### src/srio_pkg.sv
package srio_pkg;

    // ----------------------------------------
    // widths
    // ----------------------------------------
    parameter int BEAT_W         = 64;      // link beat
    parameter int WORD_W         = 256;     // user word
    parameter int BEATS_PER_WORD = WORD_W / BEAT_W;
    parameter int ID_W           = 16;      // rapidio small/large id

    typedef logic [BEAT_W-1:0] beat_t;
    typedef logic [WORD_W-1:0] word_t;
    typedef logic [ID_W-1:0]   dev_id_t;

    // ----------------------------------------
    // link stream payload
    // ----------------------------------------
    typedef struct packed
    {
        beat_t data;
        logic  last;                        // final beat of a packet
    } link_beat_s;

    // header beat layout, msb first
    typedef struct packed
    {
        dev_id_t     dest_id;
        dev_id_t     source_id;
        logic [31:0] beat_cnt;              // payload beats that follow
    } pkt_hdr_s;

    // ----------------------------------------
    // fsm states
    // ----------------------------------------
    typedef enum logic [1:0]
    {
        TX_IDLE,
        TX_HEADER,
        TX_PAYLOAD
    } tx_state_e;

    typedef enum logic [1:0]
    {
        RX_HEADER,
        RX_ACCEPT,
        RX_DISCARD
    } rx_state_e;

endpackage

### src/srio_1x_wrapper.sv
`timescale 1ns/1ps

module srio_1x_wrapper
#(
    parameter int ONCE_LEN        = 8,         // multiple of 4
    parameter int US_DEPTH        = 8,
    parameter int DS_DEPTH        = 8,
    parameter int US_PROG_FULL    = 6,
    parameter int DS_PROG_FULL    = 6,
    parameter int LOOP_RST_CYCLES = 16
)
(
    input  logic                   clk_50m,
    input  logic                   rst_n,
    input  logic                   srio_core_rst,
    input  logic                   fiber_sw_rst,
    input  logic                   loopback_sel,       // 1 = internal loopback
    input  logic                   link_up,
    input  srio_pkg::dev_id_t      dest_id,
    input  srio_pkg::dev_id_t      device_id_set,
    output srio_pkg::dev_id_t      device_id,
    output srio_pkg::dev_id_t      source_id,
    output logic                   id_set_done,
    input  logic                   wr_en,              // upstream user words
    input  srio_pkg::word_t        wr_data,
    output logic                   prog_full,
    input  logic                   rd_en,              // downstream user words
    output srio_pkg::word_t        rd_data,
    output logic                   empty,
    output srio_pkg::link_beat_s   link_tx,
    output logic                   link_tx_valid,
    input  logic                   link_tx_ready,
    input  srio_pkg::link_beat_s   link_rx,
    input  logic                   link_rx_valid,
    output logic                   link_rx_ready
);

    import srio_pkg::*;

    localparam int AVAIL_W = $clog2(US_DEPTH * BEATS_PER_WORD + 1);

    logic               core_rst;
    logic               loop_flush;
    link_beat_s         tx_link;
    logic               tx_link_valid;
    logic               tx_link_ready;
    link_beat_s         rx_link;
    logic               rx_link_valid;
    logic               rx_link_ready;
    logic               beat_valid;
    beat_t              beat_data;
    logic               beat_pop;
    logic [AVAIL_W-1:0] beats_avail;
    logic               put;
    beat_t              put_data;
    logic               ds_prog_full;

    // ----------------------------------------
    // reset and loopback
    // ----------------------------------------
    srio_reset_ctrl u_reset_ctrl
    (
        .clk_50m       (clk_50m),
        .rst_n         (rst_n),
        .srio_core_rst (srio_core_rst),
        .fiber_sw_rst  (fiber_sw_rst),
        .loop_flush    (loop_flush),
        .core_rst      (core_rst)
    );

    srio_loopback_ctrl #(.LOOP_RST_CYCLES(LOOP_RST_CYCLES)) u_loopback
    (
        .clk_50m       (clk_50m),
        .rst_n         (rst_n),          // not core_rst, flush feeds it
        .loopback_sel  (loopback_sel),
        .loop_flush    (loop_flush),
        .tx_link       (tx_link),
        .tx_link_valid (tx_link_valid),
        .tx_link_ready (tx_link_ready),
        .link_tx       (link_tx),
        .link_tx_valid (link_tx_valid),
        .link_tx_ready (link_tx_ready),
        .link_rx       (link_rx),
        .link_rx_valid (link_rx_valid),
        .link_rx_ready (link_rx_ready),
        .rx_link       (rx_link),
        .rx_link_valid (rx_link_valid),
        .rx_link_ready (rx_link_ready)
    );

    // ----------------------------------------
    // buffers and packet engine
    // ----------------------------------------
    srio_us_buffer #(
        .US_DEPTH     (US_DEPTH),
        .US_PROG_FULL (US_PROG_FULL),
        .AVAIL_W      (AVAIL_W)
    ) u_us_buffer
    (
        .clk_50m     (clk_50m),
        .core_rst    (core_rst),
        .wr_en       (wr_en),
        .wr_data     (wr_data),
        .prog_full   (prog_full),
        .beat_valid  (beat_valid),
        .beat_data   (beat_data),
        .beat_pop    (beat_pop),
        .beats_avail (beats_avail)
    );

    srio_app_fsm #(.ONCE_LEN(ONCE_LEN), .AVAIL_W(AVAIL_W)) u_app_fsm
    (
        .clk_50m       (clk_50m),
        .core_rst      (core_rst),
        .link_up       (link_up),
        .device_id_set (device_id_set),
        .dest_id       (dest_id),
        .device_id     (device_id),
        .source_id     (source_id),
        .id_set_done   (id_set_done),
        .beats_avail   (beats_avail),
        .beat_valid    (beat_valid),
        .beat_data     (beat_data),
        .beat_pop      (beat_pop),
        .tx_link       (tx_link),
        .tx_link_valid (tx_link_valid),
        .tx_link_ready (tx_link_ready),
        .rx_link       (rx_link),
        .rx_link_valid (rx_link_valid),
        .rx_link_ready (rx_link_ready),
        .put           (put),
        .put_data      (put_data),
        .ds_prog_full  (ds_prog_full)
    );

    srio_ds_buffer #(.DS_DEPTH(DS_DEPTH), .DS_PROG_FULL(DS_PROG_FULL)) u_ds_buffer
    (
        .clk_50m   (clk_50m),
        .core_rst  (core_rst),
        .put       (put),
        .put_data  (put_data),
        .prog_full (ds_prog_full),
        .rd_en     (rd_en),
        .rd_data   (rd_data),
        .empty     (empty)
    );

endmodule

### src/srio_app_fsm.sv
`timescale 1ns/1ps

module srio_app_fsm
#(
    parameter int ONCE_LEN = 8,
    parameter int AVAIL_W  = 6
)
(
    input  logic                   clk_50m,
    input  logic                   core_rst,
    input  logic                   link_up,
    input  srio_pkg::dev_id_t      device_id_set,
    input  srio_pkg::dev_id_t      dest_id,
    output srio_pkg::dev_id_t      device_id,
    output srio_pkg::dev_id_t      source_id,
    output logic                   id_set_done,
    input  logic [AVAIL_W-1:0]     beats_avail,
    input  logic                   beat_valid,
    input  srio_pkg::beat_t        beat_data,
    output logic                   beat_pop,
    output srio_pkg::link_beat_s   tx_link,
    output logic                   tx_link_valid,
    input  logic                   tx_link_ready,
    input  srio_pkg::link_beat_s   rx_link,
    input  logic                   rx_link_valid,
    output logic                   rx_link_ready,
    output logic                   put,
    output srio_pkg::beat_t        put_data,
    input  logic                   ds_prog_full
);

    import srio_pkg::*;

    localparam int CNT_W = $clog2(ONCE_LEN + 1);

    tx_state_e        tx_state;
    rx_state_e        rx_state;
    logic [CNT_W-1:0] tx_cnt;                  // payload beats loaded
    pkt_hdr_s         tx_hdr;
    pkt_hdr_s         rx_hdr;
    logic             tx_start;
    logic             rx_take;

    // ----------------------------------------
    // device id
    // ----------------------------------------
    always_ff @(posedge clk_50m)
    begin
        if (core_rst)
            id_set_done <= 1'b0;
        else if (!id_set_done)
        begin
            device_id   <= device_id_set;      // first cycle out of reset
            id_set_done <= 1'b1;
        end
    end

    assign source_id = device_id;

    // ----------------------------------------
    // transmit framer
    // ----------------------------------------
    assign tx_hdr   = '{dest_id: dest_id, source_id: device_id, beat_cnt: 32'(ONCE_LEN)};
    assign tx_start = link_up && id_set_done && beat_valid
                    && (beats_avail >= AVAIL_W'(ONCE_LEN));    // whole packet on hand

    // pop the beat that is loaded into the output register
    assign beat_pop = tx_link_ready
                    && ((tx_state == TX_HEADER) || (tx_state == TX_PAYLOAD && !tx_link.last));

    always_ff @(posedge clk_50m)
    begin
        if (core_rst)
        begin
            tx_state      <= TX_IDLE;
            tx_link_valid <= 1'b0;
            tx_cnt        <= '0;
        end
        else
        begin
            case (tx_state)
                TX_IDLE:
                    if (tx_start)
                    begin
                        tx_link       <= '{data: beat_t'(tx_hdr), last: 1'b0};
                        tx_link_valid <= 1'b1;
                        tx_state      <= TX_HEADER;
                    end
                TX_HEADER:
                    if (tx_link_ready)                 // header taken
                    begin
                        tx_link  <= '{data: beat_data, last: 1'b0};  // ONCE_LEN >= 4
                        tx_cnt   <= CNT_W'(1);
                        tx_state <= TX_PAYLOAD;
                    end
                TX_PAYLOAD:
                    if (tx_link_ready)
                    begin
                        if (tx_link.last)
                        begin
                            tx_link_valid <= 1'b0;
                            tx_state      <= TX_IDLE;
                        end
                        else
                        begin
                            tx_link <= '{data: beat_data,
                                         last: (tx_cnt == CNT_W'(ONCE_LEN - 1))};
                            tx_cnt  <= tx_cnt + 1'b1;
                        end
                    end
                default:
                    tx_state <= TX_IDLE;
            endcase
        end
    end

    // ----------------------------------------
    // receive deframer
    // ----------------------------------------
    assign rx_link_ready = id_set_done && !ds_prog_full;   // closed until id is known
    assign rx_take       = rx_link_valid && rx_link_ready;
    assign rx_hdr        = pkt_hdr_s'(rx_link.data);
    assign put           = rx_take && (rx_state == RX_ACCEPT);
    assign put_data      = rx_link.data;

    always_ff @(posedge clk_50m)
    begin
        if (core_rst)
            rx_state <= RX_HEADER;
        else if (rx_take)
        begin
            if (rx_link.last)
                rx_state <= RX_HEADER;             // end of packet, or empty one
            else if (rx_state == RX_HEADER)
                rx_state <= (rx_hdr.dest_id == device_id) ? RX_ACCEPT : RX_DISCARD;
        end
    end

endmodule

### src/srio_ds_buffer.sv
`timescale 1ns/1ps

module srio_ds_buffer
#(
    parameter int DS_DEPTH     = 8,
    parameter int DS_PROG_FULL = 6
)
(
    input  logic              clk_50m,
    input  logic              core_rst,
    input  logic              put,
    input  srio_pkg::beat_t   put_data,
    output logic              prog_full,
    input  logic              rd_en,
    output srio_pkg::word_t   rd_data,
    output logic              empty
);

    import srio_pkg::*;

    localparam int PTR_W = $clog2(DS_DEPTH);
    localparam int CNT_W = $clog2(DS_DEPTH + 1);
    localparam int IDX_W = $clog2(BEATS_PER_WORD);

    word_t            mem [DS_DEPTH];
    word_t            gather;                  // partial word
    word_t            gather_next;
    logic [IDX_W-1:0] gather_idx;              // slot for the next beat
    logic [PTR_W-1:0] wr_ptr;
    logic [PTR_W-1:0] rd_ptr;
    logic [CNT_W-1:0] word_cnt;
    logic             push;
    logic             pop;

    // ----------------------------------------
    // beat packing
    // ----------------------------------------
    always_comb
    begin
        gather_next = gather;
        gather_next[gather_idx*BEAT_W +: BEAT_W] = put_data;
    end

    // fourth beat completes the word, full fifo drops it
    assign push = put && (gather_idx == IDX_W'(BEATS_PER_WORD - 1))
                && (word_cnt != CNT_W'(DS_DEPTH));
    assign pop  = rd_en && !empty;

    always_ff @(posedge clk_50m)
    begin
        if (put)
            gather <= gather_next;
        if (push)
            mem[wr_ptr] <= gather_next;
    end

    // ----------------------------------------
    // control
    // ----------------------------------------
    always_ff @(posedge clk_50m)
    begin
        if (core_rst)
        begin
            gather_idx <= '0;
            wr_ptr     <= '0;
            rd_ptr     <= '0;
            word_cnt   <= '0;
        end
        else
        begin
            if (put)
                gather_idx <= gather_idx + 1'b1;   // wraps after the fourth
            if (push)
                wr_ptr <= (wr_ptr == PTR_W'(DS_DEPTH - 1)) ? '0 : wr_ptr + 1'b1;
            if (pop)
                rd_ptr <= (rd_ptr == PTR_W'(DS_DEPTH - 1)) ? '0 : rd_ptr + 1'b1;
            word_cnt <= word_cnt + CNT_W'(push) - CNT_W'(pop);
        end
    end

    // ----------------------------------------
    // fwft read side
    // ----------------------------------------
    assign rd_data   = mem[rd_ptr];                // head word, valid while !empty
    assign empty     = (word_cnt == '0);
    assign prog_full = (word_cnt >= CNT_W'(DS_PROG_FULL));

endmodule

### src/srio_loopback_ctrl.sv
`timescale 1ns/1ps

module srio_loopback_ctrl
#(
    parameter int LOOP_RST_CYCLES = 16
)
(
    input  logic                   clk_50m,
    input  logic                   rst_n,
    input  logic                   loopback_sel,
    output logic                   loop_flush,
    input  srio_pkg::link_beat_s   tx_link,        // from app
    input  logic                   tx_link_valid,
    output logic                   tx_link_ready,
    output srio_pkg::link_beat_s   link_tx,        // to the link
    output logic                   link_tx_valid,
    input  logic                   link_tx_ready,
    input  srio_pkg::link_beat_s   link_rx,        // from the link
    input  logic                   link_rx_valid,
    output logic                   link_rx_ready,
    output srio_pkg::link_beat_s   rx_link,        // to app
    output logic                   rx_link_valid,
    input  logic                   rx_link_ready
);

    localparam int CNT_W = $clog2(LOOP_RST_CYCLES + 1);

    logic             sel_r1;
    logic             sel_r2;
    logic             loop_en;                     // active loopback
    logic [CNT_W-1:0] flush_cnt;

    // ----------------------------------------
    // selection sync and flush pulse
    // ----------------------------------------
    always_ff @(posedge clk_50m)
    begin
        if (!rst_n)
        begin
            sel_r1     <= 1'b0;
            sel_r2     <= 1'b0;
            loop_en    <= 1'b0;
            loop_flush <= 1'b0;
            flush_cnt  <= '0;
        end
        else
        begin
            sel_r1 <= loopback_sel;
            sel_r2 <= sel_r1;
            if (sel_r2 != loop_en)                 // selection changed
            begin
                loop_en    <= sel_r2;
                loop_flush <= 1'b1;
                flush_cnt  <= CNT_W'(LOOP_RST_CYCLES - 1);
            end
            else if (loop_flush)
            begin
                if (flush_cnt == '0)
                    loop_flush <= 1'b0;            // pulse done
                else
                    flush_cnt <= flush_cnt - 1'b1;
            end
        end
    end

    // ----------------------------------------
    // stream routing
    // ----------------------------------------
    assign link_tx       = tx_link;
    assign link_tx_valid = tx_link_valid & ~loop_en;   // link silent in loopback
    assign link_rx_ready = rx_link_ready & ~loop_en;

    assign rx_link       = loop_en ? tx_link : link_rx;
    assign rx_link_valid = loop_en ? tx_link_valid : link_rx_valid;
    assign tx_link_ready = loop_en ? rx_link_ready : link_tx_ready;

endmodule

### src/srio_reset_ctrl.sv
`timescale 1ns/1ps

module srio_reset_ctrl
(
    input  logic clk_50m,
    input  logic rst_n,
    input  logic srio_core_rst,
    input  logic fiber_sw_rst,
    input  logic loop_flush,
    output logic core_rst
);

    // ----------------------------------------
    // fiber soft reset sync
    // ----------------------------------------
    logic fiber_sw_rst_r1;
    logic fiber_sw_rst_r2;

    always_ff @(posedge clk_50m)
    begin
        if (!rst_n)
        begin
            fiber_sw_rst_r1 <= 1'b0;
            fiber_sw_rst_r2 <= 1'b0;
        end
        else
        begin
            fiber_sw_rst_r1 <= fiber_sw_rst;        // async source
            fiber_sw_rst_r2 <= fiber_sw_rst_r1;
        end
    end

    // ----------------------------------------
    // merge of all reset causes
    // ----------------------------------------
    // core_rst follows any cause by one cycle
    always_ff @(posedge clk_50m)
    begin
        core_rst <= !rst_n             // board reset
                  | srio_core_rst      // software core reset
                  | fiber_sw_rst_r2    // fiber side reset, synced
                  | loop_flush;        // loopback change
    end

endmodule

### src/srio_us_buffer.sv
`timescale 1ns/1ps

module srio_us_buffer
#(
    parameter int US_DEPTH     = 8,
    parameter int US_PROG_FULL = 6,
    parameter int AVAIL_W      = 6
)
(
    input  logic                 clk_50m,
    input  logic                 core_rst,
    input  logic                 wr_en,
    input  srio_pkg::word_t      wr_data,
    output logic                 prog_full,
    output logic                 beat_valid,
    output srio_pkg::beat_t      beat_data,
    input  logic                 beat_pop,
    output logic [AVAIL_W-1:0]   beats_avail
);

    import srio_pkg::*;

    localparam int PTR_W = $clog2(US_DEPTH);
    localparam int CNT_W = $clog2(US_DEPTH + 1);
    localparam int IDX_W = $clog2(BEATS_PER_WORD);

    word_t            mem [US_DEPTH];
    logic [PTR_W-1:0] wr_ptr;
    logic [PTR_W-1:0] rd_ptr;
    logic [CNT_W-1:0] word_cnt;                // words held, head included
    logic [IDX_W-1:0] beat_idx;                // next beat of head word
    logic             push;
    logic             take;
    logic             pop_word;

    assign push     = wr_en && (word_cnt != CNT_W'(US_DEPTH));  // full drops
    assign take     = beat_pop && beat_valid;
    assign pop_word = take && (beat_idx == IDX_W'(BEATS_PER_WORD - 1));

    // ----------------------------------------
    // word storage
    // ----------------------------------------
    always_ff @(posedge clk_50m)
    begin
        if (push)
            mem[wr_ptr] <= wr_data;
    end

    // ----------------------------------------
    // pointers and counts
    // ----------------------------------------
    always_ff @(posedge clk_50m)
    begin
        if (core_rst)
        begin
            wr_ptr   <= '0;
            rd_ptr   <= '0;
            word_cnt <= '0;
            beat_idx <= '0;
        end
        else
        begin
            if (push)
                wr_ptr <= (wr_ptr == PTR_W'(US_DEPTH - 1)) ? '0 : wr_ptr + 1'b1;
            if (pop_word)                              // head word used up
                rd_ptr <= (rd_ptr == PTR_W'(US_DEPTH - 1)) ? '0 : rd_ptr + 1'b1;
            if (take)
                beat_idx <= pop_word ? '0 : beat_idx + 1'b1;
            word_cnt <= word_cnt + CNT_W'(push) - CNT_W'(pop_word);
        end
    end

    // ----------------------------------------
    // outputs
    // ----------------------------------------
    assign beat_valid  = (word_cnt != '0);
    assign beat_data   = mem[rd_ptr][beat_idx*BEAT_W +: BEAT_W];   // low beat first
    assign prog_full   = (word_cnt >= CNT_W'(US_PROG_FULL));
    assign beats_avail = AVAIL_W'(word_cnt * BEATS_PER_WORD - beat_idx);

endmodule

### config.mk
export PLATFORM = sky130hd
export DESIGN_NAME = srio_1x_wrapper
export DESIGN_NICKNAME = d
export VERILOG_FILES = /design/src/srio_pkg.sv /design/src/srio_1x_wrapper.sv /design/src/srio_app_fsm.sv /design/src/srio_ds_buffer.sv /design/src/srio_loopback_ctrl.sv /design/src/srio_reset_ctrl.sv /design/src/srio_us_buffer.sv
export SDC_FILE = /design/constraint.sdc
export NUM_CORES = 2
export LEC_CHECK = 0
export CAP_MARGIN = 20
export CELL_PAD_IN_SITES_DETAIL_PLACEMENT = 1
export CELL_PAD_IN_SITES_GLOBAL_PLACEMENT = 1
export CORE_MARGIN = 2
export CORE_UTILIZATION = 50
export DETAILED_ROUTE_END_ITERATION = 6
export DONT_BUFFER_PORTS = 1
export PLACE_DENSITY = 0.76
export SYNTH_ARGS = -nofsm -noshare
export SYNTH_HDL_FRONTEND = slang
export SYNTH_SLANG_ARGS = --single-unit
### constraint.sdc
create_clock -name clk_50m -period 40.7 [get_ports clk_50m]
set_clock_uncertainty 0.1 [all_clocks]
set_input_delay 2.035 -clock clk_50m [delete_from_list [all_inputs] [get_ports clk_50m]]
set_output_delay 2.035 -clock clk_50m [all_outputs]
set_load 0.01 [all_outputs]
==> reports/metrics.csv <==
stage;metric;value;unit
outcome;outcome;completed;
die;start_util;0.5027;
worst_setup_path;timing.setup.critical_path_class;reg -> out;
clocking;post-cts-setup-buffers;0;
die;die_x;589.0;µm
worst_setup_path;worstSetupEndpoint;rd_data[240];
power;p_switching;1.856;mW
worst_setup_path;reg2reg_slack;33.89;ns
power;combPwrFrac;0.012;
synth;syn-instance-count;7481;
synth;synth_edf_count;4433;
global_route;overflow;0;
clocking;holdBufCountCts;0;
global_route;antenna_found_initial;43;
synth;syn_area_per_cell;22.87;µm²
timing;setup_viol;0;
worst_setup_path;startpoint_type;flop;
clocking;cts_made_buffers;438;
timing;layout_min_cycle_time;8.027;ns
worst_setup_path;arrival;5.89;ns
global_route;grt_max_degree;141;
clocking;cts_buffer_depth;4;
die;row_count;214;
route;wirelength;456700;µm
placement;portBuffers;0;
power;ir_drop;0.06598;mV
global_route;grt_pass1_wl;647400;µm
clocking;clk-insertion-delay-late;1.01;ns
clocking;ctsResizeCount;0;
synth;synthArstFlopShare;0;
clocking;clock_sinks;4485;
worst_setup_path;crit-reg2reg-launch;u_loopback.loop_en$_SDFFE_PN0P_;
final_layout;area_delta_synth_final;12.10;%
route;viasPerCell;6.349;
job;max-cap-violations;0;
synth;synth_seq_cells;4485;
timing;rsz0062_at_grt;false;
synth;yosys_warnings;0;
placement;gp_congestion;0.8287;
clocking;clockRootBuffer;clkbuf_16;
die;dieArea;0.3469;mm²
power;power_frac_seq;0.545;
worst_setup_path;crit_required;38.56;ns
worst_setup_path;slowest_stage;buf_4;
clocking;htreeDepth;5;
die;die_h;589.0;µm
final_layout;final_common_cell;edfxtp_1;
timing;setup_tns;0;ns
timing;fmax;124.6;MHz
worst_setup_path;worst-path-max-fanout;64;
final_layout;design_area;0.1918;mm²
route;drc;0;
power;swShare;0.1989;
worst_setup_path;crit_path_frequent_cell;buf_4;
final_layout;final_cells;12640;
min_path;min_from;u_loopback.sel_r1$_SDFF_PN0_;
final_layout;n_fill_cell;28180;
route;first_iter_violations;8950;
final_layout;ff_latch_area;0.1342;mm²
worst_setup_path;crit_path_cell_trace;buf_4 > buf_4 > buf_4 > buf_4 > mux4_2 > mux2_2;
power;p_leak;56.47;nW
min_path;hp-class;reg -> reg;
route;post_drt_wl_per_cell;36.13;µm
timing;tightest_slew;1.137;ns
worst_setup_path;rr_worst_depth;10;
final_layout;post-route-util;0.5636;
worst_setup_path;crit_path_end_kind;primary output;
placement;dp.cells;11810;
route;antenna_left;0;
timing;relSlewSlack;0.2201;
global_route;grt_pass1_vias;85330;
final_layout;layout_common_cells;edfxtp_1 (4,433), mux4_2 (1,066), clkbuf_16 (441);
die;core;0.3403;mm²
power;p_clk_frac;0.443;
die;ios;721;
global_route;grt_use_total;0.2616;
final_layout;final_nets;8124;
clocking;clkTransAtPathRegs;0.06;ns
clocking;cts_tree;built;
final_layout;multiInputGateArea;0.03441;mm²
synth;seq_area_frac_synth;0.7841;
power;powerDensity;48.67;mW/mm²
timing;slew_violations;0;
timing;fin_crit_sh;0.1972;
worst_setup_path;r2r_end;u_ds_buffer.mem[1][69]$_DFFE_PP_;
placement;place_hpwl;268200;µm
timing;final_hold_viol_count;0;
worst_setup_path;slowest_delay;0.88;ns
route;vias;80260;
timing;whs;0.3348;ns
synth;synth.net_count;7885;
final_layout;drive_above_1_share;0.2816;
synth;syn_area;0.1711;mm²
synth;synth_flop_cell;edfxtp_1;
placement;placed_area;0.1769;mm²
synth;synth_cell_types;63;
route;firstDrtPassIters;5;
power;internal-power;7.478;mW
[worst max-delay path, delay by kind of cell, from the launching register on]
kind                   cells  cell delay (ns)
muxes                      2             0.79
DFF                        1             0.80
buffers and inverters      4             3.12
[cell type report]
type	count	area share
Clock inverter	273	0.01688
Antenna cell	18	0.0002349
Sequential cell	4485	0.6997
Tap cell	4536	0.02959
Multi-Input combinational cell	2338	0.1794
Clock buffer	534	0.05999
Timing Repair Buffer	197	0.009081
Inverter	260	0.005134
[synthesized netlist by cell type, types with 9 or more instances]
cell / instances / area [µm²]
o21ai_0: 14 / 70.07
mux4_2: 1066 / 24010
nor2b_1: 11 / 68.82
clkbuf_1: 211 / 792.0
mux2_2: 308 / 3468
buf_1: 37 / 138.9
dfxtp_1: 52 / 1041
buf_2: 108 / 540.5
mux2i_1: 120 / 1201
nand2_1: 128 / 480.5
inv_1: 257 / 964.7
o2bb2ai_1: 64 / 560.5
a22oi_1: 42 / 315.3
a22o_1: 30 / 262.8
and2_1: 11 / 68.82
xnor2_1: 23 / 201.4
nor4_1: 10 / 62.56
ha_1: 39 / 488.0
edfxtp_1: 4433 / 133100
nand3_1: 12 / 60.06
a21oi_1: 61 / 305.3
o22ai_1: 213 / 1333
o221ai_1: 19 / 166.4
buf_4: 34 / 255.2
nor3_1: 9 / 45.04
nor2_1: 66 / 247.7
[sequential cells by signal, summed over array words and instances (netlist names), 2 cells and up, named ones only]
register	cells
u_ds_buffer.mem	2048
u_us_buffer.mem	2048
u_app_fsm.device_id	16
u_app_fsm.tx_state	2
u_ds_buffer.gather	256
u_us_buffer.word_cnt	4
u_ds_buffer.wr_ptr	3
u_ds_buffer.gather_idx	2
u_app_fsm.tx_link	65
u_us_buffer.wr_ptr	3
u_us_buffer.beat_idx	2
u_ds_buffer.word_cnt	4
u_us_buffer.rd_ptr	3
u_ds_buffer.rd_ptr	3
u_app_fsm.rx_state	2
u_app_fsm.tx_cnt	4
u_loopback.flush_cnt	5
[per-layer routing]
metal  up-vias  share of wire  GRT usage
met5         -        0.00021          0
met4        14          0.037    0.09279
met3       762           0.10    0.07493
met2      3988           0.49     0.4223
met1     43550           0.38     0.3421
li1      31940              -          -
[worst min-delay path by stage]
stage | to | slack, ns | cells after the start
2_1_floorplan | u_reset_ctrl.core_rst$_DFF_P_ | 0.30 | 1
3_3_place_gp | u_loopback.sel_r2$_SDFF_PN0_ | 0.32 | 1
3_5_place_dp | u_reset_ctrl.core_rst$_DFF_P_ | 0.31 | 1
4_1_cts | u_loopback.sel_r2$_SDFF_PN0_ | 0.33 | 1
5_1_grt | u_loopback.sel_r2$_SDFF_PN0_ | 0.35 | 1
6_report | u_loopback.sel_r2$_SDFF_PN0_ | 0.33 | 1
[kinds of logic after synthesis]
| logic type | synth area share |
|---|---|
| multiplexers | 0.1676 |
| buffers and inverters | 0.01632 |
| AND/OR/NAND/NOR | 0.007620 |
| adder cells (fa/ha/maj) | 0.003086 |
| XOR/XNOR | 0.001280 |
| flip-flops | 0.7841 |
| AO/OA/AOI/OAI | 0.01995 |
[through the flow]
step	power [mW]	setup WS, ns
after global routing	9.538	32.44
after CTS	9.386	32.57
after global placement	5.284	32.91
after floorplan	5.253	12.77
final	9.334	32.67
after detailed placement	5.292	32.92
[power by group through the flow]
stage          Clock [mW]  Sequential (mW)  Combinational, mW
3_3_place_gp            0             5.18              0.104
6_report             4.14             5.09              0.109
2_1_floorplan           0             5.20             0.0581
5_1_grt              4.34             5.09              0.115
4_1_cts              4.19             5.09              0.110
3_5_place_dp            0             5.18              0.109
(Power assumes the default switching activity.)
